<file path="src/soc_fabric_pkg.sv">
//////////////////////////////////////////////////////////////////////
// Fabric widths, master bank encodings and I/O register indices
//////////////////////////////////////////////////////////////////////

package soc_fabric_pkg;

  // Data paths
  localparam int DATA_W = 32;
  localparam int UART_W = 8;
  localparam int LED_W = 16;

  // Master address fields
  localparam int BASE_W = 11;
  localparam int W_BANK_W = 3;
  localparam int R_BANK_W = 2;
  localparam int W_ADDR_W = W_BANK_W + BASE_W;
  localparam int R_ADDR_W = R_BANK_W + BASE_W;
  localparam int IO_ADDR_W = 5;

  // Values 2 to 7 belong to the PEs, which match their own id
  typedef enum logic [W_BANK_W-1:0] {
    W_BANK_MEM_D  = 3'd0,
    W_BANK_IO_REG = 3'd1
  } w_bank_e;

  // Bank 2 is unmapped and reads zero
  typedef enum logic [R_BANK_W-1:0] {
    R_BANK_MEM_D  = 2'd0,
    R_BANK_IO_REG = 2'd1,
    R_BANK_S2M    = 2'd3
  } r_bank_e;

  typedef enum logic [IO_ADDR_W-1:0] {
    IO_W_RESET_PE = 5'd0,
    IO_W_LED      = 5'd1,
    IO_W_UART     = 5'd2
  } io_w_reg_e;

  typedef enum logic [IO_ADDR_W-1:0] {
    IO_R_UART_BUSY = 5'd0
  } io_r_reg_e;

endpackage

</file>
<file path="src/master_wr_if.sv">
//////////////////////////////////////////////////////////////////////
// Registered master write toward data memory and I/O registers
//////////////////////////////////////////////////////////////////////

`timescale 1ns/1ps

interface master_wr_if;

  logic [soc_fabric_pkg::W_ADDR_W-1:0] addr;
  logic [soc_fabric_pkg::DATA_W-1:0]   data;
  // One enable per target, already bank decoded
  logic                                mem_we;
  logic                                io_we;

  modport source (
    output addr, data, mem_we, io_we
  );

  modport sink (
    input addr, data, mem_we, io_we
  );

endinterface

</file>
<file path="src/master_write_decode.sv">
//////////////////////////////////////////////////////////////////////
// Master write register stage, bank decode, PE broadcast
//////////////////////////////////////////////////////////////////////

`timescale 1ns/1ps

module master_write_decode (
  input  logic                                clk,
  input  logic                                rst_n,
  input  logic                                m_w_valid,
  input  logic [soc_fabric_pkg::W_ADDR_W-1:0] m_w_addr,
  input  logic [soc_fabric_pkg::DATA_W-1:0]   m_w_data,
  master_wr_if.source                         wr,
  output logic                                pe_w_valid,
  output logic [soc_fabric_pkg::W_ADDR_W-1:0] pe_w_addr,
  output logic [soc_fabric_pkg::DATA_W-1:0]   pe_w_data
);

  localparam int W_ADDR_W = soc_fabric_pkg::W_ADDR_W;
  localparam int BASE_W = soc_fabric_pkg::BASE_W;

  soc_fabric_pkg::w_bank_e         bank;
  logic [W_ADDR_W-1:0]             addr_q;
  logic [soc_fabric_pkg::DATA_W-1:0] data_q;
  logic                            mem_we_q;
  logic                            io_we_q;
  logic                            pe_we_q;

  assign bank = soc_fabric_pkg::w_bank_e'(m_w_addr[W_ADDR_W-1:BASE_W]);

  always_ff @(posedge clk)
  begin
    addr_q <= m_w_addr;
    data_q <= m_w_data;
  end

  // Exactly one target per accepted write
  always_ff @(posedge clk or negedge rst_n)
  begin
    if (!rst_n)
    begin
      mem_we_q <= 1'b0;
      io_we_q <= 1'b0;
      pe_we_q <= 1'b0;
    end
    else
    begin
      mem_we_q <= m_w_valid && (bank == soc_fabric_pkg::W_BANK_MEM_D);
      io_we_q <= m_w_valid && (bank == soc_fabric_pkg::W_BANK_IO_REG);
      pe_we_q <= m_w_valid && (bank != soc_fabric_pkg::W_BANK_MEM_D)
                 && (bank != soc_fabric_pkg::W_BANK_IO_REG);
    end
  end

  assign wr.addr = addr_q;
  assign wr.data = data_q;
  assign wr.mem_we = mem_we_q;
  assign wr.io_we = io_we_q;

  // PEs see the full address and pick their own bank
  assign pe_w_valid = pe_we_q;
  assign pe_w_addr = addr_q;
  assign pe_w_data = data_q;

endmodule

</file>
<file path="src/flat_wrapper.sv">
// flat-port wrapper written by rule: the top's interface ports become plain ports
module master_write_decode_flat 
  (clk, rst_n, m_w_valid, m_w_addr, m_w_data, pe_w_valid, pe_w_addr, pe_w_data, wr_addr, wr_data, wr_mem_we, wr_io_we);
  master_wr_if wr_i ();
  input  logic clk;
  input  logic rst_n;
  input  logic m_w_valid;
  input  logic [soc_fabric_pkg::W_ADDR_W-1:0] m_w_addr;
  input  logic [soc_fabric_pkg::DATA_W-1:0] m_w_data;
  output logic pe_w_valid;
  output logic [soc_fabric_pkg::W_ADDR_W-1:0] pe_w_addr;
  output logic [soc_fabric_pkg::DATA_W-1:0] pe_w_data;
  output wire logic [$bits(wr_i.addr)-1:0] wr_addr;
  output wire logic [$bits(wr_i.data)-1:0] wr_data;
  output wire logic [$bits(wr_i.mem_we)-1:0] wr_mem_we;
  output wire logic [$bits(wr_i.io_we)-1:0] wr_io_we;
  assign wr_addr = wr_i.addr;
  assign wr_data = wr_i.data;
  assign wr_mem_we = wr_i.mem_we;
  assign wr_io_we = wr_i.io_we;
  master_write_decode u_core (.clk(clk), .rst_n(rst_n), .m_w_valid(m_w_valid), .m_w_addr(m_w_addr), .m_w_data(m_w_data), .wr(wr_i), .pe_w_valid(pe_w_valid), .pe_w_addr(pe_w_addr), .pe_w_data(pe_w_data));
endmodule
</file>
<file path="config.mk">
export PLATFORM = sky130hd
export DESIGN_NAME = master_write_decode_flat
export DESIGN_NICKNAME = d
export VERILOG_FILES = /design/src/soc_fabric_pkg.sv /design/src/master_wr_if.sv /design/src/master_write_decode.sv /design/src/flat_wrapper.sv
export SDC_FILE = /design/constraint.sdc
export NUM_CORES = 1
export LEC_CHECK = 0
export ABC_AREA = 1
export BUFFER_PORTS_ARGS = -buffer_cell sky130_fd_sc_hd__buf_2
export CORE_MARGIN = 4
export CORE_UTILIZATION = 34
export DETAILED_ROUTE_END_ITERATION = 8
export HOLD_SLACK_MARGIN = 0.06
export PLACE_DENSITY = 0.84
export SETUP_SLACK_MARGIN = 0.3
export SLEW_MARGIN = 20
export SYNTH_ARGS = -nofsm -noshare
export SYNTH_HDL_FRONTEND = slang
export SYNTH_SLANG_ARGS = --single-unit
</file>
<file path="constraint.sdc">
create_clock -name clk -period 0.8 [get_ports clk]
set_input_delay 0.16 -clock clk [delete_from_list [all_inputs] [get_ports clk]]
set_output_delay 0.16 -clock clk [all_outputs]
set_load 0.05 [all_outputs]
</file>
---- After elaboration in Yosys (flattened, before gate mapping) ----
Index checks and enable logic that the tools add are counted.
storage, ports and cells
  flip-flop bits (word level) ............. 49
  output and inout bits ................... 95
  logic and storage cells ................. 13
operators by class
  equality and inequality tests ........... 2
  reduce and logical (&&, ||, !) cells .... 6
operator list
  operator            count
  $logic_and 1x1->1   4
  $eq 3x1->1 const B  1
  $logic_not 3->1     1
  $ne 3x1->1 const B  1
  $reduce_bool 3->1   1

---- Logic depth before layout (Yosys ltp) ----
  depth in word-level cells ............... 3
  depth in mapped cells ................... 3
  depth with buffers taken out ............ 3

---- Least setup slack after synthesis ----
Ideal clock, no wire load.
  path kind ............................... register -> output
  start ................................... register u_core.addr_q[0] (netlist: u_core.pe_w_addr[0])
  end ..................................... output port wr_addr[0]
  arrival time ............................ 0.894 ns
  slack ................................... -0.254 ns
  cell stages (with the launch flop) ...... 2
  buffers on the path ..................... 1
  path through ............................ dfxtp_1 > buf_4
RTL lines
  what                    line                       source
  from (decl)             master_write_decode.sv:23  logic [W_ADDR_W-1:0] addr_q;
  from (signal assigned)  master_write_decode.sv:33  addr_q <= m_w_addr;
  to (decl)               flat_wrapper.sv:13         output wire logic [$bits(wr_i.addr)-1:0] wr_addr;
No word-level cell between the ends.

---- Worst setup path after layout ----
  start ................................... register u_core.pe_we_q (netlist: u_core.pe_w_valid)
  end ..................................... output port pe_w_valid
RTL lines
  what                    line                       source
  from (decl)             master_write_decode.sv:27  logic pe_we_q;
  from (signal assigned)  master_write_decode.sv:50  pe_we_q <= m_w_valid && (bank != soc_fabric_pkg::W_BANK_MEM_D)
  to (decl)               flat_wrapper.sv:10         output logic pe_w_valid;
No word-level cell between the ends.

==> metrics.txt <==
post-synth top area cell dfxtp_1; DRC 0; Most used DFF post-synth dfxtp_1; DP HPWL 2.95 mm; sequential-to-total area share from yosys stat 72.0%; Tmin final 1.00 ns; post-layout util 79.0%; io pins 144; top cells by area, synth dfxtp_1 (67%), buf_4 (25%), dfrtp_1 (5.4%); Syn Nets 155; post-synthesis register bit count 49; relative slew slack 90.3%; core area 3800 sq um; Layout fillers 215; Least-Margin Pin Slew 0.147 ns; Post-Syn Instances 106; outcome finished with violations; Post-layout nets 260; gr usage total 17.0%; DP Worst Slack 0.0429 ns; Detail Route Antenna Nets 0; # hold bufs at CTS 1; Clock Pin Slew Worst Setup and Hold Paths 0.08 ns; family with the most delay on the worst path flip-flops; Mean Syn Cell Area 13.0 sq um; worst hold margin -0.0361 ns; via count 1,059; TNS Setup -15.54 ns; Power Dens Cells 1910 nW/um^2; chip width 71.8 microns; Pleak 1.40 nW; Final Setup Violations 95; CP max-delay cell dfrtp_2; Placer Congestion 0.643; Max-Cap Viols 0; worst hold path class primary input to register; remaining global-route overflow 0; number of vias per cell 4.09; pin count of the biggest net entering global routing 14; port bufs 143; htree depth 2; Num CTS Buffers 5; initial antenna violation count 0; worst setup path class register to output port; EDFF count, synth 0; CTS sink count 49; CP Buf/Inv Count 1; Die Ht 71.8 microns; vias in the first global route 1,141; setup ws final -0.203 ns; area grow syn2layout 117%; WP data required 0.64 ns; RSZ-0062 raised after global routing yes; share of layout cells above drive strength 1 93.4%; Arr. time, crit path 0.84 ns; Post-CTS Setup Bufs 0; first-pass GRT wire length 6.29 mm; mapped cell area 1380 sq um; Final Max Tran Viols 0; CTS tree yes; Synth warnings 0; Netlist cell types 6; Hold Fails Final Rpt 43; CP endpoint kind output port; worst vdd ir 0.00159 V; Starting Density 36.4%; startpoint types register; Synth top cells by count buf_4 (46), dfxtp_1 (46), inv_1 (4), nor2_1 (4); Clock Path Buffers 2; share of Yosys cell area claimed by the top area cell type 66.6%; worst stage delay on the critical path 0.40 ns; Design Power 5.73 mW; root buffer cell clkbuf_8; critical path peak fanout 1; detailed-route wire length per cell 17.3 microns; diode count 0; # rows 22; period utilisation layout 125%; drt pass-1 iters 4; die footprint 5150 sq um; DR iter-0 viols 18; WL final 4.48 mm; Post-synth ARST share 6.12%; violated checks negative hold slack, negative setup slack; worst path cell trace buf_6; Max Fclk 0.997 GHz
-- power by group --
group	total (mW)	switching, mW	internal [mW]	leakage, nW
combinational	1.79	1.05	0.733	0.923
clock	1.27	0.682	0.589	0.0387
sequential	2.67	0.163	2.51	0.439
-- cell families (layout without fill, tap and decap cells) --
| family | Yosys count | count (layout) | share of synthesized area [%] |
|---|---|---|---|
| buf+inv | 50 | 155 | 26.1 |
| simple gates | 7 | 7 | 1.90 |
| flops | 49 | 49 | 72.0 |
-- flip-flops by register name, summed over array words and instances (netlist names) --
| signal | flops |
|---|---|
| u_core.pe_w_addr | 14 |
| u_core.pe_w_valid | 1 |
| u_core.wr.io_we | 1 |
| u_core.pe_w_data | 32 |
| u_core.wr.mem_we | 1 |
-- placed cells by master, fill, tap and decap left out, drive strengths merged --
cell / Yosys / layout
nor2: 4 / 4
clkinv: 0 / 1
buf: 46 / 143
dfrtp: 3 / 3
clkbuf: 0 / 6
dlygate4sd3: 0 / 1
dfxtp: 46 / 46
inv: 4 / 4
nand2: 3 / 3
-- per-stage QoR --
stage	cell area (sq um)	instances
after global routing	3000	259
final	3000	259
after global placement	1990	251
after floorplan	1900	106
after CTS	2960	259
after detailed placement	1990	251
-- path summary, 6_finish.rpt --
check | start | endpoint | slack [ns] | depth (start not counted)
max in group asynchronous | rst_n | u_core.wr.io_we | 0.49 | 2
max | u_core.pe_w_valid | pe_w_valid | -0.20 | 1
min in group asynchronous | rst_n | u_core.pe_w_valid | 0.19 | 2
min | m_w_data[15] | u_core.pe_w_data[15] | -0.04 | 1
-- layout make-up --
class | count | area [sq um] | area share (%)
sequential | 49 | 1170 | 39.1
clock buffer | 6 | 72.6 | 2.42
multi-input combinational | 7 | 26.3 | 0.876
tap | 48 | 60.1 | 2.00
clock inverter | 1 | 3.75 | 0.125
timing repair buffer | 144 | 1650 | 55.0
inverter | 4 | 15.0 | 0.500
-- timing repair --
action | in CTS | in global routing
cloned | 0 | 0
setup endpoints to repair | 95 | 95
resized for setup | 266 | 12
endpoints found under the hold margin | 49 | 46
-- routing by layer --
metal  up-vias  wire length (microns)  track usage, %
met5         -                      0               0
met4         0                    119            7.10
met3        10                    397            5.75
met2        75                   2800            35.6
met1       495                   1160            13.7
li1        479                      -               -
Note: power is estimated with default switching activity, not from simulation.
