===== src/soc_fabric_pkg.sv =====
//////////////////////////////////////////////////////////////////////
// Fabric widths, master bank encodings and I/O register indices
//////////////////////////////////////////////////////////////////////

package soc_fabric_pkg;

  // Data paths
  localparam int DATA_W = 32;
  localparam int UART_W = 8;
  localparam int LED_W = 16;

  // Master address fields
  localparam int BASE_W = 11;
  localparam int W_BANK_W = 3;
  localparam int R_BANK_W = 2;
  localparam int W_ADDR_W = W_BANK_W + BASE_W;
  localparam int R_ADDR_W = R_BANK_W + BASE_W;
  localparam int IO_ADDR_W = 5;

  // Values 2 to 7 belong to the PEs, which match their own id
  typedef enum logic [W_BANK_W-1:0] {
    W_BANK_MEM_D  = 3'd0,
    W_BANK_IO_REG = 3'd1
  } w_bank_e;

  // Bank 2 is unmapped and reads zero
  typedef enum logic [R_BANK_W-1:0] {
    R_BANK_MEM_D  = 2'd0,
    R_BANK_IO_REG = 2'd1,
    R_BANK_S2M    = 2'd3
  } r_bank_e;

  typedef enum logic [IO_ADDR_W-1:0] {
    IO_W_RESET_PE = 5'd0,
    IO_W_LED      = 5'd1,
    IO_W_UART     = 5'd2
  } io_w_reg_e;

  typedef enum logic [IO_ADDR_W-1:0] {
    IO_R_UART_BUSY = 5'd0
  } io_r_reg_e;

endpackage


===== src/result_harvester.sv =====
//////////////////////////////////////////////////////////////////////
// Round-robin PE result collection into the result memory
//////////////////////////////////////////////////////////////////////

`timescale 1ns/1ps

module result_harvester #(
  parameter int CORES = 4,
  parameter int S2M_AW = 6
) (
  input  logic                                      clk,
  input  logic                                      rst_n,
  input  logic [CORES-1:0]                          pe_valid,
  input  logic [CORES*S2M_AW-1:0]                   pe_res_addr,
  input  logic [CORES*soc_fabric_pkg::DATA_W-1:0]   pe_res_data,
  output logic [CORES-1:0]                          pe_ready,
  output logic                                      s2m_we,
  output logic [S2M_AW-1:0]                         s2m_w_addr,
  output logic [soc_fabric_pkg::DATA_W-1:0]         s2m_w_data
);

  localparam int DATA_W = soc_fabric_pkg::DATA_W;
  localparam int PTR_W = (CORES > 1) ? $clog2(CORES) : 1;

  logic [PTR_W-1:0]  lane;
  logic              take;
  logic [S2M_AW-1:0] lane_addr;
  logic [DATA_W-1:0] lane_data;

  // Slot pointer runs whether or not the lane has data
  always_ff @(posedge clk or negedge rst_n)
  begin
    if (!rst_n)
      lane <= '0;
    else if (lane == PTR_W'(CORES - 1))
      lane <= '0;
    else
      lane <= lane + 1'b1;
  end

  always_comb
  begin
    pe_ready = '0;
    pe_ready[lane] = 1'b1;
  end

  assign take = pe_valid[lane];
  assign lane_addr = pe_res_addr[lane*S2M_AW +: S2M_AW];
  assign lane_data = pe_res_data[lane*DATA_W +: DATA_W];

  always_ff @(posedge clk or negedge rst_n)
  begin
    if (!rst_n)
      s2m_we <= 1'b0;
    else
      s2m_we <= take;
  end

  // Item lands in the result memory one edge after acceptance
  always_ff @(posedge clk)
  begin
    if (take)
    begin
      s2m_w_addr <= lane_addr;
      s2m_w_data <= lane_data;
    end
  end

endmodule


===== config.mk =====
export PLATFORM = sky130hd
export DESIGN_NAME = result_harvester
export DESIGN_NICKNAME = d
export VERILOG_FILES = /design/src/soc_fabric_pkg.sv /design/src/result_harvester.sv
export SDC_FILE = /design/constraint.sdc
export NUM_CORES = 1
export LEC_CHECK = 0
export ABC_AREA = 1
export BUFFER_PORTS_ARGS = -buffer_cell sky130_fd_sc_hd__buf_2
export CAP_MARGIN = 20
export CELL_PAD_IN_SITES_DETAIL_PLACEMENT = 1
export CELL_PAD_IN_SITES_GLOBAL_PLACEMENT = 1
export CORE_MARGIN = 2
export CORE_UTILIZATION = 25
export DETAILED_ROUTE_END_ITERATION = 10
export GPL_TIMING_DRIVEN = 1
export PLACE_DENSITY = 0.76
export REMOVE_ABC_BUFFERS = 1
export SETUP_SLACK_MARGIN = 0.1
export SLEW_MARGIN = 20
export SYNTH_ARGS = -nofsm -noshare
export SYNTH_HDL_FRONTEND = slang
export SYNTH_SLANG_ARGS = --single-unit

===== constraint.sdc =====
create_clock -name clk -period 2.15 [get_ports clk]
set_input_delay 0.43 -clock clk [delete_from_list [all_inputs] [get_ports clk]]
set_output_delay 0.43 -clock clk [all_outputs]
set_load 0.02 [all_outputs]

-- Word-level counts from Yosys, hierarchy flattened
Index checks and enable logic that the tools add are counted.
- $add $sub $neg: 1
- multipliers: 1
- muxes and demuxes: 5
- equality and inequality tests: 1
- reductions and logical operators: 1
- shift-type cells: 2
- order comparisons: 2
- operators by type and width (operator ; number):
    128-bit by 8-bit indexed part select with 32-bit output ; 1
    24-bit by 6-bit indexed part select with 6-bit output ; 1
    2-bit by 2-bit multiplier with 4-bit output (second input constant) ; 1
    2-bit by 3-bit < comparator with 1-bit output (second input constant) ; 1
    2-bit by 1-bit adder with 2-bit output (second input constant) ; 1
    1-bit binary-select mux with 2-bit select ; 1
    1-bit demux with 2-bit select ; 1
    2-bit == test (second input constant) ; 1
    2-bit by 1-bit >= comparator with 1-bit output (second input constant) ; 1
    1-bit two-way mux ; 2
    2-bit two-way mux ; 1
    1-bit logical AND ; 1
- bits of input ports: 158
- flip-flop bits (word level): 41
- output and inout bits: 43
- logic and storage cells: 17

-- Depth between registers and ports, before layout
- depth in word-level cells: 4
- gate-level depth with buffers: 7
- depth with buffers taken out: 4

-- Worst setup path before layout
No wires, ideal clock.
- path type: register to register
- start: register lane[1]
- end: register s2m_w_addr[0], enable pin
- data arrival time: 1726 ps
- clock period less this slack: 2123 ps
- slack: 27 ps
- data required time: 1754 ps
- setup time: 396 ps
- path buffers: 1
- cell stages (with the launch flop): 5
- cells stage by stage: dfrtp_1 -> inv_1 -> clkbuf_1 -> nand3_1 -> nand2_1
- word-level cells in the longest chain between the ends: 2
- RTL lines (item ; RTL line ; RTL):
    start, declared ; result_harvester.sv:25 ; logic [PTR_W-1:0] lane;
    start signal, assigned ; result_harvester.sv:38 ; lane <= lane + 1'b1;
    1-bit binary-select mux with 2-bit select ; result_harvester.sv:47 ; assign take = pe_valid[lane];
    1-bit two-way mux (implied by the code) ; result_harvester.sv:47 ;
    via take ; result_harvester.sv:26 ; logic take;
    end signal, assigned ; result_harvester.sv:64 ; s2m_w_addr <= lane_addr;
    end, declared ; result_harvester.sv:18 ; output logic [S2M_AW-1:0] s2m_w_addr,
The timed path passes the listed nets, and every way through them passes these cells. The select of a mux whose other input is x is not followed.
A chain may end at the register's enable or synchronous reset.

-- Worst setup path after layout
- start: register lane[0]
- end: output port pe_ready[2]
- word-level cells in the longest chain between the ends: 4
- elaborated cells on any way between the ends: 5
- those cells by class: order compare (2); mux (2); reduce/logical (1)
- RTL lines (item ; RTL line ; RTL):
    2-bit by 3-bit < comparator with 1-bit output (implied by the code) / 2-bit by 1-bit >= comparator with 1-bit output (equally long branches) ; result_harvester.sv:44 ; pe_ready[lane] = 1'b1;
    1-bit logical AND (implied by the code) ; result_harvester.sv:44 ;
    1-bit two-way mux (implied by the code) ; result_harvester.sv:44 ;
    1-bit demux with 2-bit select * ; result_harvester.sv:44 ;
    end, declared ; result_harvester.sv:16 ; output logic [CORES-1:0] pe_ready,
Mark *: on every way between the ends. The rest lies on a longest branch, timed or not.

==> summary.txt <==
Status
  • Outcome: finished clean

Clock network
  • Postcts setup bufs: 0
  • CTS tree: yes
  • CTS Buf Count: 5
  • Worst-skew pair later-pin latency: approximately 0.28 ns
  • Post-CTS resize count: 0
  • Clock Path Buffers: 2
  • CTS root buffer: clkbuf_16
  • Worst-path clk slew: 0.06 ns
  • CTS Hold Bufs: 1
  • # H-tree levels: 2
  • Clk sinks: 41

Logic synthesis
  • Mean Syn Cell Area: 6.23 um^2
  • Synth Instances: 502
  • Synthesized area: 3130 um^2
  • Unique masters post-synth: 13
  • Yosys warning count: 0
  • Synthesized flop and latch total: a little over 40
  • Seq/Total Area, Yosys: 38.9%

Detailed routing
  • Final WL: 10500 um
  • DRC: 0
  • Initial DRC count: 213
  • Wire length on met2: 5490 um
  • Vias: roughly 3600
  • Uppermost layer routed: met4
  • Initial DRT Pass Iterations: 4
  • Vias per inst: 4.21
  • WL met3: 674 um
  • Post-DRT Antenna Nets: 0
  • Routed len/inst: 12.2 um
  • DRT met1 WL: 4300 um

STA
  • # setup viols final: 0
  • Setup ws final: about 0.32 ns
  • Slew HR: 67.4%
  • RSZ-0062 raised after global routing: false
  • Tmin final: 1.83 ns
  • Final max-slew violation count: 0
  • Fin. Hold Viols: 0
  • Worst-Margin Slew: about 0.49 ns
  • Fin crit share: 85.1%
  • Clock skew: 0.00501 ns
  • Fmax: about 550 MHz

Worst hold path
  • Hold WC Path Type: input pin to async pin

Die
  • Initial Utilization: ~26%
  • Die width: 116 um
  • I/O pins: 201
  • Die area: 13400 um^2
  • CORE AREA: between 10000 and 15000 um^2
  • Die H: 116 um
  • Num rows: 40

Pwr
  • Peak VDD IR: 0.315 mV
  • Total leakage power: 2.85 nW
  • Pwr/cell area: 458 nW/um^2
  • Total power draw: 2.05 mW

Placement
  • PortBufs: 200
  • Worst slack, placed: 0.524 ns
  • DP Cell Count: 854
  • Final RePlAce weighted congestion: roughly 0.75
  • Placed cell area: 4290 um^2
  • Dpl hpwl: between 8000 and 9000 um

Worst setup path
  • CP top delay family: flip-flops
  • WP data arrival: between 1 and 1.5 ns
  • Critical path's largest stage delay: approximately 0.47 ns
  • Worst endpoint required time: 1.72 ns
  • Crit Path Class: flip-flop to output pin
  • CP Buf/Inv Count: 2
  • Worst Path Max Fanout: 17
  • CP endpoint kind: output pin
  • Startpoint Class: flip-flop
  • Cell Chain, Critical Path: inv_2, ha_1, buf_2
  • Slowest CP cell: dfrtp_2

Global routing
  • Pin count of the biggest net entering global routing: 47
  • First-pass GRT wire length: 16700 um
  • Remaining Overflow, GRT: 0
  • Vias in the first global route: around 3700
  • GRT Util Overall: 15.6%
  • Initial antenna violation count: 0

Flow run
  • MaxCap Viol Count: 0

Final layout
  • Final instance area: 4460 um^2
  • Share of cells above drive strength 1: 31.8%
  • Fill count: 1671
  • Finished Layout Cells: 863
  • Antenna Cells: 0
  • Final net count: 856
  • Layout Area Growth over Synthesis: 42.6%
## state kept, by name (all words and copies together) (netlist names)
register	cells
s2m_w_data	32
s2m_w_addr	6
lane	2
s2m_we	1
## cells by family after synthesis
family | synth area share, %
flip-flops | 38.9
buffers and inverters | 23.5
AND/OR/NAND/NOR | 36.0
adder cells (fa/ha/maj) | 1.60
## path summary, 6_finish.rpt
kind,endpoint,slack (ns),start,cells past startpoint
worst max-delay path,pe_ready[2],0.32,lane[0]$_DFF_PN0_,3
worst min-delay path,lane[0]$_DFF_PN0_,0.50,rst_n,2
worst max register to register,s2m_w_data[24]$_DFFE_PP_,0.51,lane[0]$_DFF_PN0_,5
worst min register to register,lane[0]$_DFF_PN0_,0.57,lane[0]$_DFF_PN0_,1
max in group asynchronous,lane[1]$_DFF_PN0_,1.52,rst_n,2
min in group clk,s2m_w_data[27]$_DFFE_PP_,0.52,pe_res_data[59],5
## cells in the final DEF (no fill, tap or decap)
master / count
edfxtp_1: 38
buf_4: 7
buf_2: 200
inv_1: 157
ha_1: 4
nand2_1: 194
inv_2: 1
clkbuf_8: 2
buf_12: 2
nand3_1: 78
clkinv_2: 1
dfrtp_2: 2
clkbuf_16: 5
nor2_1: 1
nand2_2: 1
dlygate4sd3_1: 1
dfrtp_1: 1
## layout make-up
class | count | area, um^2 | share of cell area [%]
multi-input combinational | 278 | 1180 | 26.4
clock inverter | 1 | 5.00 | 0.112
clock buffer | 7 | 153 | 3.42
sequential | 41 | 1220 | 27.3
tap | 168 | 210 | 4.71
inverter | 158 | 593 | 13.3
timing repair buffer | 210 | 1100 | 24.7
## metal layers
layer | vias to the layer above | global-route usage (%)
li1 | 1825 | -
met1 | 1689 | 17.6
met2 | 117 | 30.3
met3 | 6 | 3.24
met4 | 0 | 2.86
met5 | - | 0
## cells in the mapped netlist
cell type | count | area (um^2)
buf_1 | 2 | 7.51
buf_2 | 15 | 75.1
buf_4 | 2 | 15.0
buf_6 | 3 | 33.8
clkbuf_1 | 3 | 11.3
dfrtp_1 | 3 | 75.1
edfxtp_1 | 38 | 1140
ha_1 | 4 | 50.1
inv_1 | 157 | 589
inv_2 | 1 | 3.75
nand2_1 | 195 | 732
nand3_1 | 78 | 390
nor2_1 | 1 | 3.75
## through the flow
step	TNS, ns	utilization (%)	hold slack (ns)
2_1_floorplan	-96.68	-	0.134
3_3_place_gp	0	35.5	0.236
3_5_place_dp	0	35.5	0.239
4_1_cts	0	36.8	0.479
5_1_grt	0	36.8	0.507
6_report	0	36.8	0.503
## worst register-to-register path, delay by kind of cell, from the launching register on
kind / cells / cell delay, ns
buffers and inverters: 2 / 0.66
DFF: 1 / 0.47
and+or+nand+nor: 3 / 0.26
## report_power, final
group | switching, mW | internal [mW] | total (mW)
logic | 0.176 | 0.167 | 0.343
registers | 0.00547 | 0.900 | 0.906
clock network | 0.305 | 0.492 | 0.797
total | 0.487 | 1.56 | 2.05
Note: power is estimated with default switching activity, not from simulation.
