### src/soc_fabric_pkg.sv
//////////////////////////////////////////////////////////////////////
// Fabric widths, master bank encodings and I/O register indices
//////////////////////////////////////////////////////////////////////

package soc_fabric_pkg;

  // Data paths
  localparam int DATA_W = 32;
  localparam int UART_W = 8;
  localparam int LED_W = 16;

  // Master address fields
  localparam int BASE_W = 11;
  localparam int W_BANK_W = 3;
  localparam int R_BANK_W = 2;
  localparam int W_ADDR_W = W_BANK_W + BASE_W;
  localparam int R_ADDR_W = R_BANK_W + BASE_W;
  localparam int IO_ADDR_W = 5;

  // Values 2 to 7 belong to the PEs, which match their own id
  typedef enum logic [W_BANK_W-1:0] {
    W_BANK_MEM_D  = 3'd0,
    W_BANK_IO_REG = 3'd1
  } w_bank_e;

  // Bank 2 is unmapped and reads zero
  typedef enum logic [R_BANK_W-1:0] {
    R_BANK_MEM_D  = 2'd0,
    R_BANK_IO_REG = 2'd1,
    R_BANK_S2M    = 2'd3
  } r_bank_e;

  typedef enum logic [IO_ADDR_W-1:0] {
    IO_W_RESET_PE = 5'd0,
    IO_W_LED      = 5'd1,
    IO_W_UART     = 5'd2
  } io_w_reg_e;

  typedef enum logic [IO_ADDR_W-1:0] {
    IO_R_UART_BUSY = 5'd0
  } io_r_reg_e;

endpackage

### src/master_read_mux.sv
//////////////////////////////////////////////////////////////////////
// Master read bank pipeline and output data select
//////////////////////////////////////////////////////////////////////

`timescale 1ns/1ps

module master_read_mux (
  input  logic                                 clk,
  input  logic                                 rst_n,
  input  logic                                 m_r_valid,
  input  logic [soc_fabric_pkg::R_ADDR_W-1:0]  m_r_addr,
  input  logic [soc_fabric_pkg::DATA_W-1:0]    mem_d_rdata,
  input  logic [soc_fabric_pkg::DATA_W-1:0]    s2m_rdata,
  input  logic [soc_fabric_pkg::DATA_W-1:0]    io_rdata,
  output logic [soc_fabric_pkg::IO_ADDR_W-1:0] io_rd_index,
  output logic [soc_fabric_pkg::DATA_W-1:0]    m_r_data,
  output logic                                 m_r_data_valid
);

  localparam int R_ADDR_W = soc_fabric_pkg::R_ADDR_W;
  localparam int BASE_W = soc_fabric_pkg::BASE_W;

  logic                      valid_q;
  soc_fabric_pkg::r_bank_e   bank_q;

  // First stage lines up with the RAM read register
  always_ff @(posedge clk or negedge rst_n)
  begin
    if (!rst_n)
    begin
      valid_q <= 1'b0;
      bank_q <= soc_fabric_pkg::R_BANK_MEM_D;
      io_rd_index <= '0;
    end
    else
    begin
      valid_q <= m_r_valid;
      bank_q <= soc_fabric_pkg::r_bank_e'(m_r_addr[R_ADDR_W-1:BASE_W]);
      io_rd_index <= m_r_addr[soc_fabric_pkg::IO_ADDR_W-1:0];
    end
  end

  always_ff @(posedge clk or negedge rst_n)
  begin
    if (!rst_n)
      m_r_data_valid <= 1'b0;
    else
      m_r_data_valid <= valid_q;
  end

  always_ff @(posedge clk)
  begin
    case (bank_q)
      soc_fabric_pkg::R_BANK_MEM_D:
        m_r_data <= mem_d_rdata;
      soc_fabric_pkg::R_BANK_IO_REG:
        m_r_data <= io_rdata;
      soc_fabric_pkg::R_BANK_S2M:
        m_r_data <= s2m_rdata;
      default:
        m_r_data <= '0;
    endcase
  end

endmodule

### config.mk
export PLATFORM = sky130hd
export DESIGN_NAME = master_read_mux
export DESIGN_NICKNAME = d
export VERILOG_FILES = /design/src/soc_fabric_pkg.sv /design/src/master_read_mux.sv
export SDC_FILE = /design/constraint.sdc
export NUM_CORES = 1
export LEC_CHECK = 0
export BUFFER_PORTS_ARGS = -buffer_cell sky130_fd_sc_hd__buf_2
export CORE_MARGIN = 3
export CORE_UTILIZATION = 41
export CTS_CLUSTER_DIAMETER = 80
export DETAILED_ROUTE_END_ITERATION = 8
export PLACE_DENSITY = 0.95
export SLEW_MARGIN = 15
export SYNTH_ARGS = -nofsm -noshare
export SYNTH_HDL_FRONTEND = slang
export SYNTH_SLANG_ARGS = --single-unit
export TNS_END_PERCENT = 50
### constraint.sdc
create_clock -name clk -period 2.75 [get_ports clk]
set_clock_uncertainty 0.1 [all_clocks]
set_input_delay 0.1375 -clock clk [delete_from_list [all_inputs] [get_ports clk]]
set_output_delay 0.1375 -clock clk [all_outputs]
set_load 0.05 [all_outputs]
# ---- After elaboration in Yosys (flattened, before gate mapping)
# Index checks and enable logic that the tools add are counted.
dict set report word_totals {
  out_inout_bits 38
  wordCells 9
  regBits 41
  in_bits 112
}
dict set report op_classes {
  eq_ne 2
  mux 1
  reduce_logical 1
}
# operator n
set ops {}
lappend ops {{$pmux 32 s3} 1}
lappend ops {{$eq 2x1->1 const B} 1}
lappend ops {{$eq 2x2->1 const B} 1}
lappend ops {{$logic_not 2->1} 1}

# ---- Longest topological paths before layout
dict set report depth {
  word_depth 2
  depth_mapped 5
  mapped_depth_nobuf 2
}

# ---- Least setup slack after synthesis
# Ideal clock, no wire load.
dict set report synth_timing {
  kind {reg2reg}
  start {register bank_q[0]}
  end {register m_r_data[0] (netlist bit)}
  period_less_slack_ns 1.201
  path_buffers 3
  slack_ns 1.549
  setup_ns 0.118
  required_ns 2.532
  stages_incl_launch_ff 6
  arrival_time_ns 0.982
  cell_sequence {dfrtp_1 -> buf_6 -> and2_4 -> buf_6 -> buf_6 -> o2bb2ai_2}
}
dict set report synth_via {
  elab_chain_cells 2
  word_cells_on_any_way 4
  classes_between {2 x eq/ne; 1 x mux; 1 x reduce/logical}
}
# element line
set synth_lines {}
lappend synth_lines {{start: declaration} master_read_mux.sv:24} ;# soc_fabric_pkg::r_bank_e bank_q;
lappend synth_lines {{start signal: assignment} master_read_mux.sv:32} ;# bank_q <= soc_fabric_pkg::R_BANK_MEM_D;
lappend synth_lines {{start signal: assignment} master_read_mux.sv:38} ;# bank_q <= soc_fabric_pkg::r_bank_e'(m_r_addr[R_ADDR_W-1:BASE_W]);
lappend synth_lines {{$eq 2x2->1, or another cell as far along} master_read_mux.sv:53} ;# case (bank_q)
lappend synth_lines {{$pmux 32 s3 *} master_read_mux.sv:53}
lappend synth_lines {{end signal: assignment} master_read_mux.sv:55} ;# m_r_data <= mem_d_rdata;
lappend synth_lines {{end signal: assignment} master_read_mux.sv:57} ;# m_r_data <= io_rdata;
lappend synth_lines {{end signal: assignment} master_read_mux.sv:59} ;# m_r_data <= s2m_rdata;
lappend synth_lines {{end: declaration} master_read_mux.sv:16} ;# output logic [soc_fabric_pkg::DATA_W-1:0] m_r_data,
# Every way passes the cells marked *; elsewhere a longest branch is shown, timed or not.

# ---- Worst setup path after layout
dict set report layout_timing {
  start {register bank_q[0]}
  end {register m_r_data[13] (netlist bit)}
}
# The elaborated chain is that of the path after synthesis.

==> results_tabular.tex <==
\begin{tabular}{lr}
\hline
Metric & Value \\
\hline
\multicolumn{2}{l}{\textbf{Outcome}} \\
\quad Status & complete, no violations \\
\multicolumn{2}{l}{\textbf{Worst setup path}} \\
\quad Startpoint Class & flip-flop \\
\quad Worst Setup End Kind & flip-flop \\
\quad FF-to-FF path depth & 3 \\
\quad R2R Path Start & bank\_q[0]\$\_DFF\_PN0\_ \\
\quad Largest incremental delay on the critical path & 700 ps \\
\quad Required time of the critical path & between 2000 and 3000 ps \\
\quad Arrival time at the worst endpoint & 1750 ps \\
\quad Master of the slowest instance on the critical path & sky130\_fd\_sc\_hd\_\_dfrtp\_2 \\
\quad Type of the worst setup path & reg -> reg \\
\quad Maximum fanout count along the critical path & 18 \\
\quad Worst R2R End & m\_r\_data[13]\$\_DFF\_P\_ \\
\quad Series of cell instances along the critical path & buf\_4 -> mux2i\_1 -> o2bb2ai\_2 \\
\quad Internal reg-to-reg setup slack & 1060 ps \\
\multicolumn{2}{l}{\textbf{Die}} \\
\quad Num ports & 150 \\
\quad Initial core utilization & 0.4311 \\
\quad Std cell rows & 23 \\
\quad Area of the die & slightly above 5000 µm² \\
\quad DIE WIDTH & just over 70 µm \\
\quad Die height & between 70 and 80 µm \\
\quad Core Region & roughly 4100 µm² \\
\multicolumn{2}{l}{\textbf{Final layout}} \\
\quad Nets & slightly above 400 \\
\quad Final standard cell utilization of the core & 0.7244 \\
\quad Share of layout cells above drive strength 1 & 0.6200 \\
\quad Non-filler instance count after layout & 350 \\
\quad Area overhead of the layout relative to synthesis & 68.04\% \\
\quad \# diodes & 0 \\
\multicolumn{2}{l}{\textbf{Clock tree}} \\
\quad Cell chosen for the clock root & sky130\_fd\_sc\_hd\_\_clkbuf\_8 \\
\quad Depth of the CTS H-tree & 2 \\
\quad Number of buffers created by CTS & 5 \\
\quad Post-CTS Hold Buffers & just over 40 \\
\quad Number of cells upsized or downsized after cts & 0 \\
\quad Clock transition at path regs & around 80 ps \\
\quad Num Clock Sinks & 41 \\
\quad Worst skew pair latency & 290 ps \\
\quad Number of buffers between clock root and the deepest sink & 2 \\
\quad Buffers inserted by post-CTS timing repair & 0 \\
\quad Clock tree from TritonCTS & built \\
\multicolumn{2}{l}{\textbf{Timing}} \\
\quad Final Hold Violating Endpoints & 0 \\
\quad Final Slew Violations & 0 \\
\quad Achievable Freq & 593.0 MHz \\
\quad Final setup fails & 0 \\
\quad Max-slew headroom at the worst pin & 0.6366 \\
\quad Summed negative setup slack over all endpoints & 0 ps \\
\quad Worst-Margin Slew & 545.2 ps \\
\quad RSZ-0062 raised after global routing & false \\
\quad Final cycle utilization of the critical path & 0.6132 \\
\quad Final critical path time including I/O delays and setup & 1686 ps \\
\multicolumn{2}{l}{\textbf{Global route}} \\
\quad Tot GR Track Use & 0.2145 \\
\quad Antenna violations before repair & 0 \\
\quad Maximum number of pins on one net before global-route repair & 33 \\
\quad Global-route wire length before repair & 8.507 mm \\
\quad Remaining Overflow, GRT & 0 \\
\quad Via count of the first global-routing pass & $\sim$1.8k \\
\multicolumn{2}{l}{\textbf{Yosys}} \\
\quad Synthesized instance count & 118 \\
\quad Main flop type after synthesis & sky130\_fd\_sc\_hd\_\_dfxtp\_1 \\
\quad Mean instance size in the synthesized netlist & around 15 µm² \\
\quad Seq/Total Area, Yosys & 0.4915 \\
\quad Seq cells post-synth & 41 \\
\quad Area share of the largest cell type after synthesis & 0.3636 \\
\quad Net Count, Synth & 230 \\
\quad Most area-hungry cell type in the Yosys netlist & sky130\_fd\_sc\_hd\_\_dfxtp\_1 \\
\quad Count of distinct cell types in the synthesized netlist & 9 \\
\quad Cell area after synthesis & between 1500 and 2000 µm² \\
\quad Post-synth EDFFs & 0 \\
\quad Commonest cells in the netlist & 32 x sky130\_fd\_sc\_hd\_\_dfxtp\_1, 32 x sky130\_fd\_sc\_hd\_\_mux2i\_1, 30 x sky130\_fd\_sc\_hd\_\_o2bb2ai\_2 \\
\quad Synth top area cells & sky130\_fd\_sc\_hd\_\_dfxtp\_1 36\%, sky130\_fd\_sc\_hd\_\_o2bb2ai\_2 26\%, sky130\_fd\_sc\_hd\_\_mux2i\_1 18\% \\
\quad Fraction of registers with async set/reset & 0.2195 \\
\quad Yosys warnings & 0 \\
\multicolumn{2}{l}{\textbf{Route}} \\
\quad Drt first-iter violations & 55 \\
\quad Total vias in the final route & 1666 \\
\quad Number of remaining DRC errors & 0 \\
\quad Iteration count of the initial detailed-routing pass & 4 \\
\quad Detailed-route wire length per cell & between 15 and 20 µm \\
\quad Routed Wire Length & between 5 and 6 mm \\
\quad Vias per Instance & 4.760 \\
\quad Remaining antenna violation count & 0 \\
\multicolumn{2}{l}{\textbf{Pwr}} \\
\quad Ratio of total power to cell area & around 500 nW/µm² \\
\quad Lkg Pwr & about 1.5 nW \\
\quad Max VDD drop & 0.3527 mV \\
\multicolumn{2}{l}{\textbf{Run}} \\
\quad Count of maximum capacitance violations & 0 \\
\multicolumn{2}{l}{\textbf{Placed design}} \\
\quad GP Congestion & around 0.71 \\
\quad Detailed Place HPWL & 3.805 mm \\
\quad Number of cells after detailed placement & 301 \\
\quad Port bufs & between 100 and 150 \\
\multicolumn{2}{l}{\textbf{Hold path}} \\
\quad Min-delay worst type & in -> reg \\
\quad Hold Path End & m\_r\_data[14]\$\_DFF\_P\_ \\
\quad HP Start & mem\_d\_rdata[14] \\
\quad Worst hold path cell count & 3 \\
\hline
\end{tabular}
power by group:
group          total (mW)  internal [mW]  switching (mW)
registers           0.661          0.643          0.0179
clock network       0.388          0.178           0.210
logic               0.453          0.176           0.277
metal layers:
layer / share of wire / track usage / up-vias
li1: - / - / 802
met1: 0.36 / 0.2286 / 776
met2: 0.53 / 0.3867 / 84
met3: 0.097 / 0.08976 / 4
met4: 0.0096 / 0.05846 / 0
met5: 0 / 0 / -
cell usage in the layout, fill, tap and decap left out:
cell type and count:
sky130_fd_sc_hd__mux2i_1 32, sky130_fd_sc_hd__dlygate4sd3_1 41, sky130_fd_sc_hd__buf_4 2, sky130_fd_sc_hd__o2bb2ai_1 2, sky130_fd_sc_hd__clkbuf_8 5, sky130_fd_sc_hd__dfrtp_1 7
sky130_fd_sc_hd__dfrtp_2 2, sky130_fd_sc_hd__dfxtp_1 32, sky130_fd_sc_hd__o2bb2ai_2 30, sky130_fd_sc_hd__buf_2 143, sky130_fd_sc_hd__clkinvlp_4 3, sky130_fd_sc_hd__and2_4 1
critical path: cells and delay by family (launching register included):
family | cells | cell delay [ps]
DFF | 1 | 700
buffers and inverters | 1 | 400
AOI/OAI and AO/OA | 1 | 80
muxes | 1 | 290
per-stage QoR:
step	power (mW)	hold WS (ps)	instance area (µm²)	setup slack, ps
after global routing	1.570	41.56	2960	960.5
final	1.503	42.33	2960	1064
after floorplan	0.9460	-258.1	1762	1549
after global placement	1.069	-112.9	2459	1103
after detailed placement	1.081	-104.5	2459	1055
after CTS	1.519	25.43	2960	1052
logic make-up (layout without fill, tap and decap cells):
group                  after synthesis  after routing  synth area share
AOI/OAI and AO/OA                   32             32            0.2656
buffers and inverters               12            194           0.05611
and+or+nand+nor                      1              1          0.004972
DFF                                 41             41            0.4915
muxes                               32             32            0.1818
sequential cells by signal, summed over array words and instances (netlist names):
| signal | flops |
|---|---|
| m_r_data_valid | 1 |
| bank_q | 2 |
| m_r_data | 32 |
| valid_q | 1 |
| io_rd_index | 5 |
final cells by class:
cell class	count	area [µm²]
fillers	294	1126
repair buffers	186	1141
multi-input cells	65	797.0
clock inverters	3	22.52
flip-flops and latches	41	868.3
clock buffers	5	68.82
well taps	50	62.56
worst max-delay path by stage:
stage	start	end	slack [ps]	depth (start not counted)
4_1_cts	bank_q[0]$_DFF_PN0_	m_r_data[2]$_DFF_P_	1050	3
3_3_place_gp	bank_q[0]$_DFF_PN0_	m_r_data[8]$_DFF_P_	1100	3
6_report	bank_q[0]$_DFF_PN0_	m_r_data[13]$_DFF_P_	1060	3
5_1_grt	bank_q[0]$_DFF_PN0_	m_r_data[2]$_DFF_P_	960	3
3_5_place_dp	bank_q[0]$_DFF_PN0_	m_r_data[4]$_DFF_P_	1050	3
2_1_floorplan	bank_q[0]$_DFF_PN0_	m_r_data[0]$_DFF_P_	1550	5
Note: power is estimated with default switching activity, not from simulation.
