**src/soc_fabric_pkg.sv**
```systemverilog
//////////////////////////////////////////////////////////////////////
// Fabric widths, master bank encodings and I/O register indices
//////////////////////////////////////////////////////////////////////

package soc_fabric_pkg;

  // Data paths
  localparam int DATA_W = 32;
  localparam int UART_W = 8;
  localparam int LED_W = 16;

  // Master address fields
  localparam int BASE_W = 11;
  localparam int W_BANK_W = 3;
  localparam int R_BANK_W = 2;
  localparam int W_ADDR_W = W_BANK_W + BASE_W;
  localparam int R_ADDR_W = R_BANK_W + BASE_W;
  localparam int IO_ADDR_W = 5;

  // Values 2 to 7 belong to the PEs, which match their own id
  typedef enum logic [W_BANK_W-1:0] {
    W_BANK_MEM_D  = 3'd0,
    W_BANK_IO_REG = 3'd1
  } w_bank_e;

  // Bank 2 is unmapped and reads zero
  typedef enum logic [R_BANK_W-1:0] {
    R_BANK_MEM_D  = 2'd0,
    R_BANK_IO_REG = 2'd1,
    R_BANK_S2M    = 2'd3
  } r_bank_e;

  typedef enum logic [IO_ADDR_W-1:0] {
    IO_W_RESET_PE = 5'd0,
    IO_W_LED      = 5'd1,
    IO_W_UART     = 5'd2
  } io_w_reg_e;

  typedef enum logic [IO_ADDR_W-1:0] {
    IO_R_UART_BUSY = 5'd0
  } io_r_reg_e;

endpackage

```
**src/master_wr_if.sv**
```systemverilog
//////////////////////////////////////////////////////////////////////
// Registered master write toward data memory and I/O registers
//////////////////////////////////////////////////////////////////////

`timescale 1ns/1ps

interface master_wr_if;

  logic [soc_fabric_pkg::W_ADDR_W-1:0] addr;
  logic [soc_fabric_pkg::DATA_W-1:0]   data;
  // One enable per target, already bank decoded
  logic                                mem_we;
  logic                                io_we;

  modport source (
    output addr, data, mem_we, io_we
  );

  modport sink (
    input addr, data, mem_we, io_we
  );

endinterface

```
**src/io_reg_file.sv**
```systemverilog
//////////////////////////////////////////////////////////////////////
// Control registers, UART busy status, UART byte handoff
//////////////////////////////////////////////////////////////////////

`timescale 1ns/1ps

module io_reg_file (
  input  logic                                 clk,
  input  logic                                 rst_n,
  master_wr_if.sink                            wr,
  input  logic [soc_fabric_pkg::IO_ADDR_W-1:0] rd_index,
  input  logic                                 tx_ready,
  output logic [soc_fabric_pkg::DATA_W-1:0]    rd_data,
  output logic [soc_fabric_pkg::LED_W-1:0]     led,
  output logic                                 pe_soft_reset,
  output logic                                 tx_valid,
  output logic [soc_fabric_pkg::UART_W-1:0]    tx_data
);

  localparam int DATA_W = soc_fabric_pkg::DATA_W;
  localparam int IO_ADDR_W = soc_fabric_pkg::IO_ADDR_W;

  soc_fabric_pkg::io_w_reg_e w_index;
  soc_fabric_pkg::io_r_reg_e r_index;
  logic                      uart_load;

  assign w_index = soc_fabric_pkg::io_w_reg_e'(wr.addr[IO_ADDR_W-1:0]);
  assign uart_load = wr.io_we && (w_index == soc_fabric_pkg::IO_W_UART);

  always_ff @(posedge clk or negedge rst_n)
  begin
    if (!rst_n)
    begin
      led <= '0;
      pe_soft_reset <= 1'b0;
    end
    else if (wr.io_we)
    begin
      case (w_index)
        soc_fabric_pkg::IO_W_LED:
          led <= wr.data[soc_fabric_pkg::LED_W-1:0];
        soc_fabric_pkg::IO_W_RESET_PE:
          pe_soft_reset <= wr.data[0];
        default:
          ;
      endcase
    end
  end

  // A new byte overrides a pending one
  always_ff @(posedge clk or negedge rst_n)
  begin
    if (!rst_n)
      tx_valid <= 1'b0;
    else if (uart_load)
      tx_valid <= 1'b1;
    else if (tx_ready)
      tx_valid <= 1'b0;
  end

  always_ff @(posedge clk)
  begin
    if (uart_load)
      tx_data <= wr.data[soc_fabric_pkg::UART_W-1:0];
  end

  assign r_index = soc_fabric_pkg::io_r_reg_e'(rd_index);

  // Busy while the byte waits for the UART
  always_comb
  begin
    case (r_index)
      soc_fabric_pkg::IO_R_UART_BUSY:
        rd_data = {{(DATA_W-1){1'b0}}, tx_valid};
      default:
        rd_data = '0;
    endcase
  end

endmodule

```
**src/flat_wrapper.sv**
```systemverilog
// flat-port wrapper written by rule: the top's interface ports become plain ports
module io_reg_file_flat 
  (clk, rst_n, rd_index, tx_ready, rd_data, led, pe_soft_reset, tx_valid, tx_data, wr_addr, wr_data, wr_mem_we, wr_io_we);
  master_wr_if wr_i ();
  input  logic clk;
  input  logic rst_n;
  input  logic [soc_fabric_pkg::IO_ADDR_W-1:0] rd_index;
  input  logic tx_ready;
  output logic [soc_fabric_pkg::DATA_W-1:0] rd_data;
  output logic [soc_fabric_pkg::LED_W-1:0] led;
  output logic pe_soft_reset;
  output logic tx_valid;
  output logic [soc_fabric_pkg::UART_W-1:0] tx_data;
  input wire logic [$bits(wr_i.addr)-1:0] wr_addr;
  input wire logic [$bits(wr_i.data)-1:0] wr_data;
  input wire logic [$bits(wr_i.mem_we)-1:0] wr_mem_we;
  input wire logic [$bits(wr_i.io_we)-1:0] wr_io_we;
  assign wr_i.addr = wr_addr;
  assign wr_i.data = wr_data;
  assign wr_i.mem_we = wr_mem_we;
  assign wr_i.io_we = wr_io_we;
  io_reg_file u_core (.clk(clk), .rst_n(rst_n), .wr(wr_i), .rd_index(rd_index), .tx_ready(tx_ready), .rd_data(rd_data), .led(led), .pe_soft_reset(pe_soft_reset), .tx_valid(tx_valid), .tx_data(tx_data));
endmodule
```
**config.mk**
```make
export PLATFORM = sky130hd
export DESIGN_NAME = io_reg_file_flat
export DESIGN_NICKNAME = d
export VERILOG_FILES = /design/src/soc_fabric_pkg.sv /design/src/master_wr_if.sv /design/src/io_reg_file.sv /design/src/flat_wrapper.sv
export SDC_FILE = /design/constraint.sdc
export NUM_CORES = 1
export LEC_CHECK = 0
export ABC_AREA = 1
export BUFFER_PORTS_ARGS = -buffer_cell sky130_fd_sc_hd__buf_4
export CORE_MARGIN = 10
export CORE_UTILIZATION = 37
export CTS_CLUSTER_SIZE = 12
export DETAILED_ROUTE_END_ITERATION = 16
export GPL_ROUTABILITY_DRIVEN = 0
export GPL_TIMING_DRIVEN = 0
export PLACE_DENSITY = 0.79
export SLEW_MARGIN = 40
export SYNTH_ARGS = -nofsm -noshare
export SYNTH_HDL_FRONTEND = slang
export SYNTH_SLANG_ARGS = --single-unit
```
**constraint.sdc**
```tcl
create_clock -name clk -period 0.8 [get_ports clk]
set_input_delay 0.12 -clock clk [delete_from_list [all_inputs] [get_ports clk]]
set_output_delay 0.12 -clock clk [all_outputs]
set_load 0.01 [all_outputs]
```
Word-level counts from Yosys, hierarchy flattened

Index checks and enable logic that the tools add are counted.

Muxes and demuxes: 3
Equal/unequal tests: 2
Reductions and logical operators: 6

Operators with widths:

| cell                                                             | number |
|---|---|
| 5-bit zero test                                                  | 2 |
| 5-bit by 1-bit == test with 1-bit output (second input constant) | 1 |
| 5-bit by 2-bit == test with 1-bit output (second input constant) | 1 |
| 2-bit AND reduction                                              | 2 |
| 1-bit two-way mux                                                | 3 |
| 2-bit nonzero test                                               | 1 |
| 1-bit logical AND                                                | 1 |

Output and inout port bits: 58
Register bits: 26
Word-level logic and storage cells: 15

Longest topological paths before layout

Depth in word-level cells: 3
Depth in mapped cells: 7
Gate-level depth less buffers: 6

Least setup slack after synthesis

OpenSTA, ideal clock, no wires.

Path kind: input port to flip-flop
From: in wr_addr[2]
To: reg u_core.tx_data[0] (netlist bit), enable pin
Data arrival time: 676 ps
Required time: 476 ps
Slack: -200 ps
Cell stages on the path: 5
Cell sequence: inv_1 nand2_2 nor2_1 nand3_1 inv_1

Word-level cells in the longest chain between the ends: 2

Ends and longest elaborated chain:

| what                                     | line               | RTL |
|---|---|---|
| start, declared                          | flat_wrapper.sv:14 | `input wire logic [$bits(wr_i.addr)-1:0] wr_addr;` |
| 5-bit by 2-bit == test with 1-bit output | io_reg_file.sv:28  | `assign uart_load = wr.io_we && (w_index == soc_fabric_pkg::IO_W_UART);` |
| 1-bit logical AND                        | io_reg_file.sv:28  |  |
| net u_core.uart_load                     | io_reg_file.sv:25  | `logic uart_load;` |
| end signal, assigned                     | io_reg_file.sv:64  | `tx_data <= wr.data[soc_fabric_pkg::UART_W-1:0];` |
| end, declared                            | io_reg_file.sv:17  | `output logic [soc_fabric_pkg::UART_W-1:0] tx_data` |

The timed path passes the listed nets, and every way through them passes these cells.
A chain may end at the register's enable or synchronous reset.

Worst setup path after layout

From: reg u_core.tx_valid
To: out rd_data[0] (netlist bit)

Word-level cells in the longest chain between the ends: 1

Ends and longest elaborated chain:

| what                   | line              | RTL |
|---|---|---|
| start, declared        | io_reg_file.sv:16 | `output logic tx_valid,` |
| start signal, assigned | io_reg_file.sv:54 | `tx_valid <= 1'b0;` |
| start signal, assigned | io_reg_file.sv:56 | `tx_valid <= 1'b1;` |
| start signal, assigned | io_reg_file.sv:58 | `tx_valid <= 1'b0;` |
| 1-bit two-way mux      | io_reg_file.sv:72 | `case (r_index)` |
| end, declared          | flat_wrapper.sv:9 | `output logic [soc_fabric_pkg::DATA_W-1:0] rd_data;` |

No other way between the ends.

==> summary.md <==
| Metric | Value |
|---|---|
| # fillers | 256 |
| Core Footprint | 3337 um2 |
| Number of global-route vias before repair | 1149 |
| Critical path peak fanout | 2 |
| Die ar. | 6239 um2 |
| Number of iterations in the first detailed-routing pass | 4 |
| Largest net degree at the start of global routing | 19 |
| Remaining global-route overflow | 0 |
| Total count of max-transition violations in the final report | 0 |
| Final non-filler cell total | 292 |
| Antenna violations before repair | 0 |
| Setup-violating endpoint count in the final report | 27 |
| Deepest level of the CTS H-tree | 1 |
| Critical Path, Cell by Cell | nand3b_1, nor3_2, buf_4 |
| HPWL Detailed | 2.747 mm |
| Post-layout nets | between 300 and 400 |
| Antenna-violating nets left | 0 |
| Placed instance count | about 270 |
| Clock slew seen by the registers of the worst setup and hold paths | 0.13 ns |
| Failing checks | setup timing |
| Post-synthesis instance area | 1287 um2 |
| Unrepaired setup endpoints after global routing | yes |
| Warning count from the yosys run | 0 |
| Initial Utilization | 38.58% |
| Portion of the post-synthesis area used by sequential elements | 53.64% |
| Layout overhead on the synthesized area | 76.19% |
| Number of port buffers | 56 |
| Number of primary I/O pins | 114 |
| CTS buffer count | 3 |
| Number of maximum-capacitance constraint violations | 0 |
| Clock Latency Late Sink | 0.30 ns |
| Post-detailed-routing wire length | 3.642 mm |
| Total global-route track usage | 11.23% |
| Fmax | about 900 MHz |
| Via-to-Cell Ratio | between 3 and 4 |
| Master of the slowest instance on the critical path | dfrtp_1 |
| Run status | finished, violations left |
| Critical path required time | 0.68 ns |
| Kind of capture point of the worst setup path | output port |
| Register bit count reported by yosys | 26 |
| Arrival time of the worst setup path | roughly 0.99 ns |
| Number of cell rows | 21 |
| Leakage power | between 1 and 1.5 nW |
| CTS root buffer | clkbuf_4 |
| Routed via count | roughly 1100 |
| CTS Buffer Depth | 2 |
| DRC violation count after routing | 0 |
| Final design area excluding fillers | 2268 um2 |
| Number of hold violations in the final report | 0 |
| Period utilization | 138.9% |
| Pwr/cell area | approximately 1600 nW/um2 |
| Detailed-route wire length per cell | 12.47 um |
| Type of origin of the critical path | flop |
| Combined buffer and inverter count along the critical path | 1 |
| Kind of critical path | reg -> out |
| Height of the chip | between 70 and 80 um |
| Wire length of the first global-routing pass | 5.658 mm |
| Inserted Diodes | 0 |
| Post-Synthesis Mean Instance Area | around 9.5 um2 |
| IR Drop Worst-Case VDD | 801.0 uV |
| Area after DPL | 1936 um2 |
| DRC marker count from the first detailed-route iteration | 44 |
| Maximum cell stage delay along the critical path | ~0.37 ns |
| CTS tree | yes |
| Sinks on the clock net | 26 |
| Kind of cell with the highest combined delay on the critical path | flip-flops |
| Share of cells above drive strength 1 | 50.41% |
| Count of different cell masters after synthesis | 17 |
| Horizontal die dimension | 78.99 um |
| Clock period minus final worst setup slack | approximately 1.1 ns |
| Final Skew | 0 ns |
| Min-Delay Path Class | in -> reg |
| Final worst slack | -0.3110 ns |
| Cells after Synth | 135 |
[placed cells by master (no fill, tap or decap), types with 3 or more instances in the layout]
cell           instances
buf_4                 75
buf_6                 26
clkbuf_4               3
conb_1                31
dfrtp_1               18
dlygate4sd3_1          9
edfxtp_1               8
inv_1                  3
nand2_1               34
nand2_2                5
nand3_1               16
[per-stage QoR]
| stage | TNS (ns) | hold WS (ns) | setup WS [ns] | util, % | power, W |
|---|---|---|---|---|---|
| after floorplan | -0.1960 | -0.1756 | -0.02450 | - | 0.002089 |
| after global placement | -4.203 | 0.0005282 | -0.2333 | 58.01 | 0.002547 |
| after detailed placement | -4.333 | 0.003455 | -0.2416 | 58.01 | 0.002565 |
| after CTS | -4.916 | 0.001494 | -0.3260 | 65.35 | 0.003639 |
| after global routing | -6.223 | 0.01924 | -0.4137 | 67.98 | 0.003950 |
| final | -4.751 | 0.02261 | -0.3110 | 67.98 | 0.003738 |
[cells in the mapped netlist, drive strengths merged]
library cell | count | area (um2)
nor3 | 1 | 5.000
nand3b | 1 | 7.510
inv | 8 | 30.03
buf | 34 | 260.2
nand2 | 41 | 166.4
conb | 1 | 3.750
nor2 | 5 | 28.78
edfxtp | 8 | 240.2
nand3 | 18 | 95.09
dfrtp | 18 | 450.4
[logic make-up after synthesis]
| kind of cell | share of synthesized area [%] |
|---|---|
| buffers and inverters | 22.55 |
| DFF | 53.64 |
| other | 0.2913 |
| and+or+nand+nor | 23.52 |
[worst min-delay path, delay by kind of cell]
family	cells	cell delay, ns
buffers and inverters	2	0.10
AND/OR/NAND/NOR	2	0.08
[report_power, final]
group	leakage, nW	internal, W	total [W]	switching [W]
combinational	0.910	0.000730	0.00122	0.000493
sequential	0.306	0.00153	0.00165	0.000119
clock	0.0279	0.000506	0.000861	0.000355
[registers in the layout (all words and copies together) (netlist names)]
| register | flops |
|---|---|
| u_core.tx_valid | 1 |
| u_core.led | 16 |
| u_core.pe_soft_reset | 1 |
| u_core.tx_data | 8 |
[final timing paths]
check	start	endpoint	slack [ns]	depth (start not counted)
worst max-delay path	u_core.tx_valid$_DFFE_PN0P_	rd_data[0]	-0.31	3
min in group asynchronous	rst_n	u_core.led[5]$_DFFE_PN0P_	0.20	2
worst min register to register	u_core.led[15]$_DFFE_PN0P_	u_core.led[15]$_DFFE_PN0P_	0.51	2
max in group asynchronous	rst_n	u_core.led[15]$_DFFE_PN0P_	0.40	2
worst min-delay path	tx_ready	u_core.tx_valid$_DFFE_PN0P_	0.02	4
worst max register to register	u_core.led[3]$_DFFE_PN0P_	u_core.led[3]$_DFFE_PN0P_	0.04	3
[per-layer routing]
layer	routed length [um]	global-route usage, %
met1	1208	10.26
met2	1983	20.88
met3	414	5.743
met4	35	3.763
met5	0	0
[what timing repair did]
item	4_1_cts	5_1_grt
gates resized for setup	18	9
hold buffers	8	1
hold endpoints to repair	25	1
setup buffers	6	7
endpoints found under the setup margin	27	28
pin swaps	1	2
[area by class of cell]
class	instances	area (um2)	area share, %
Clock inverter	1	30.03	1.324
Tap cell	46	57.56	2.537
Multi-Input combinational cell	97	460.4	20.30
Timing Repair Buffer	77	690.7	30.45
Clock buffer	3	22.52	0.9928
Buffer	34	260.3	11.47
Sequential cell	26	690.7	30.45
Inverter	8	56.30	2.482
(Power assumes the default switching activity.)
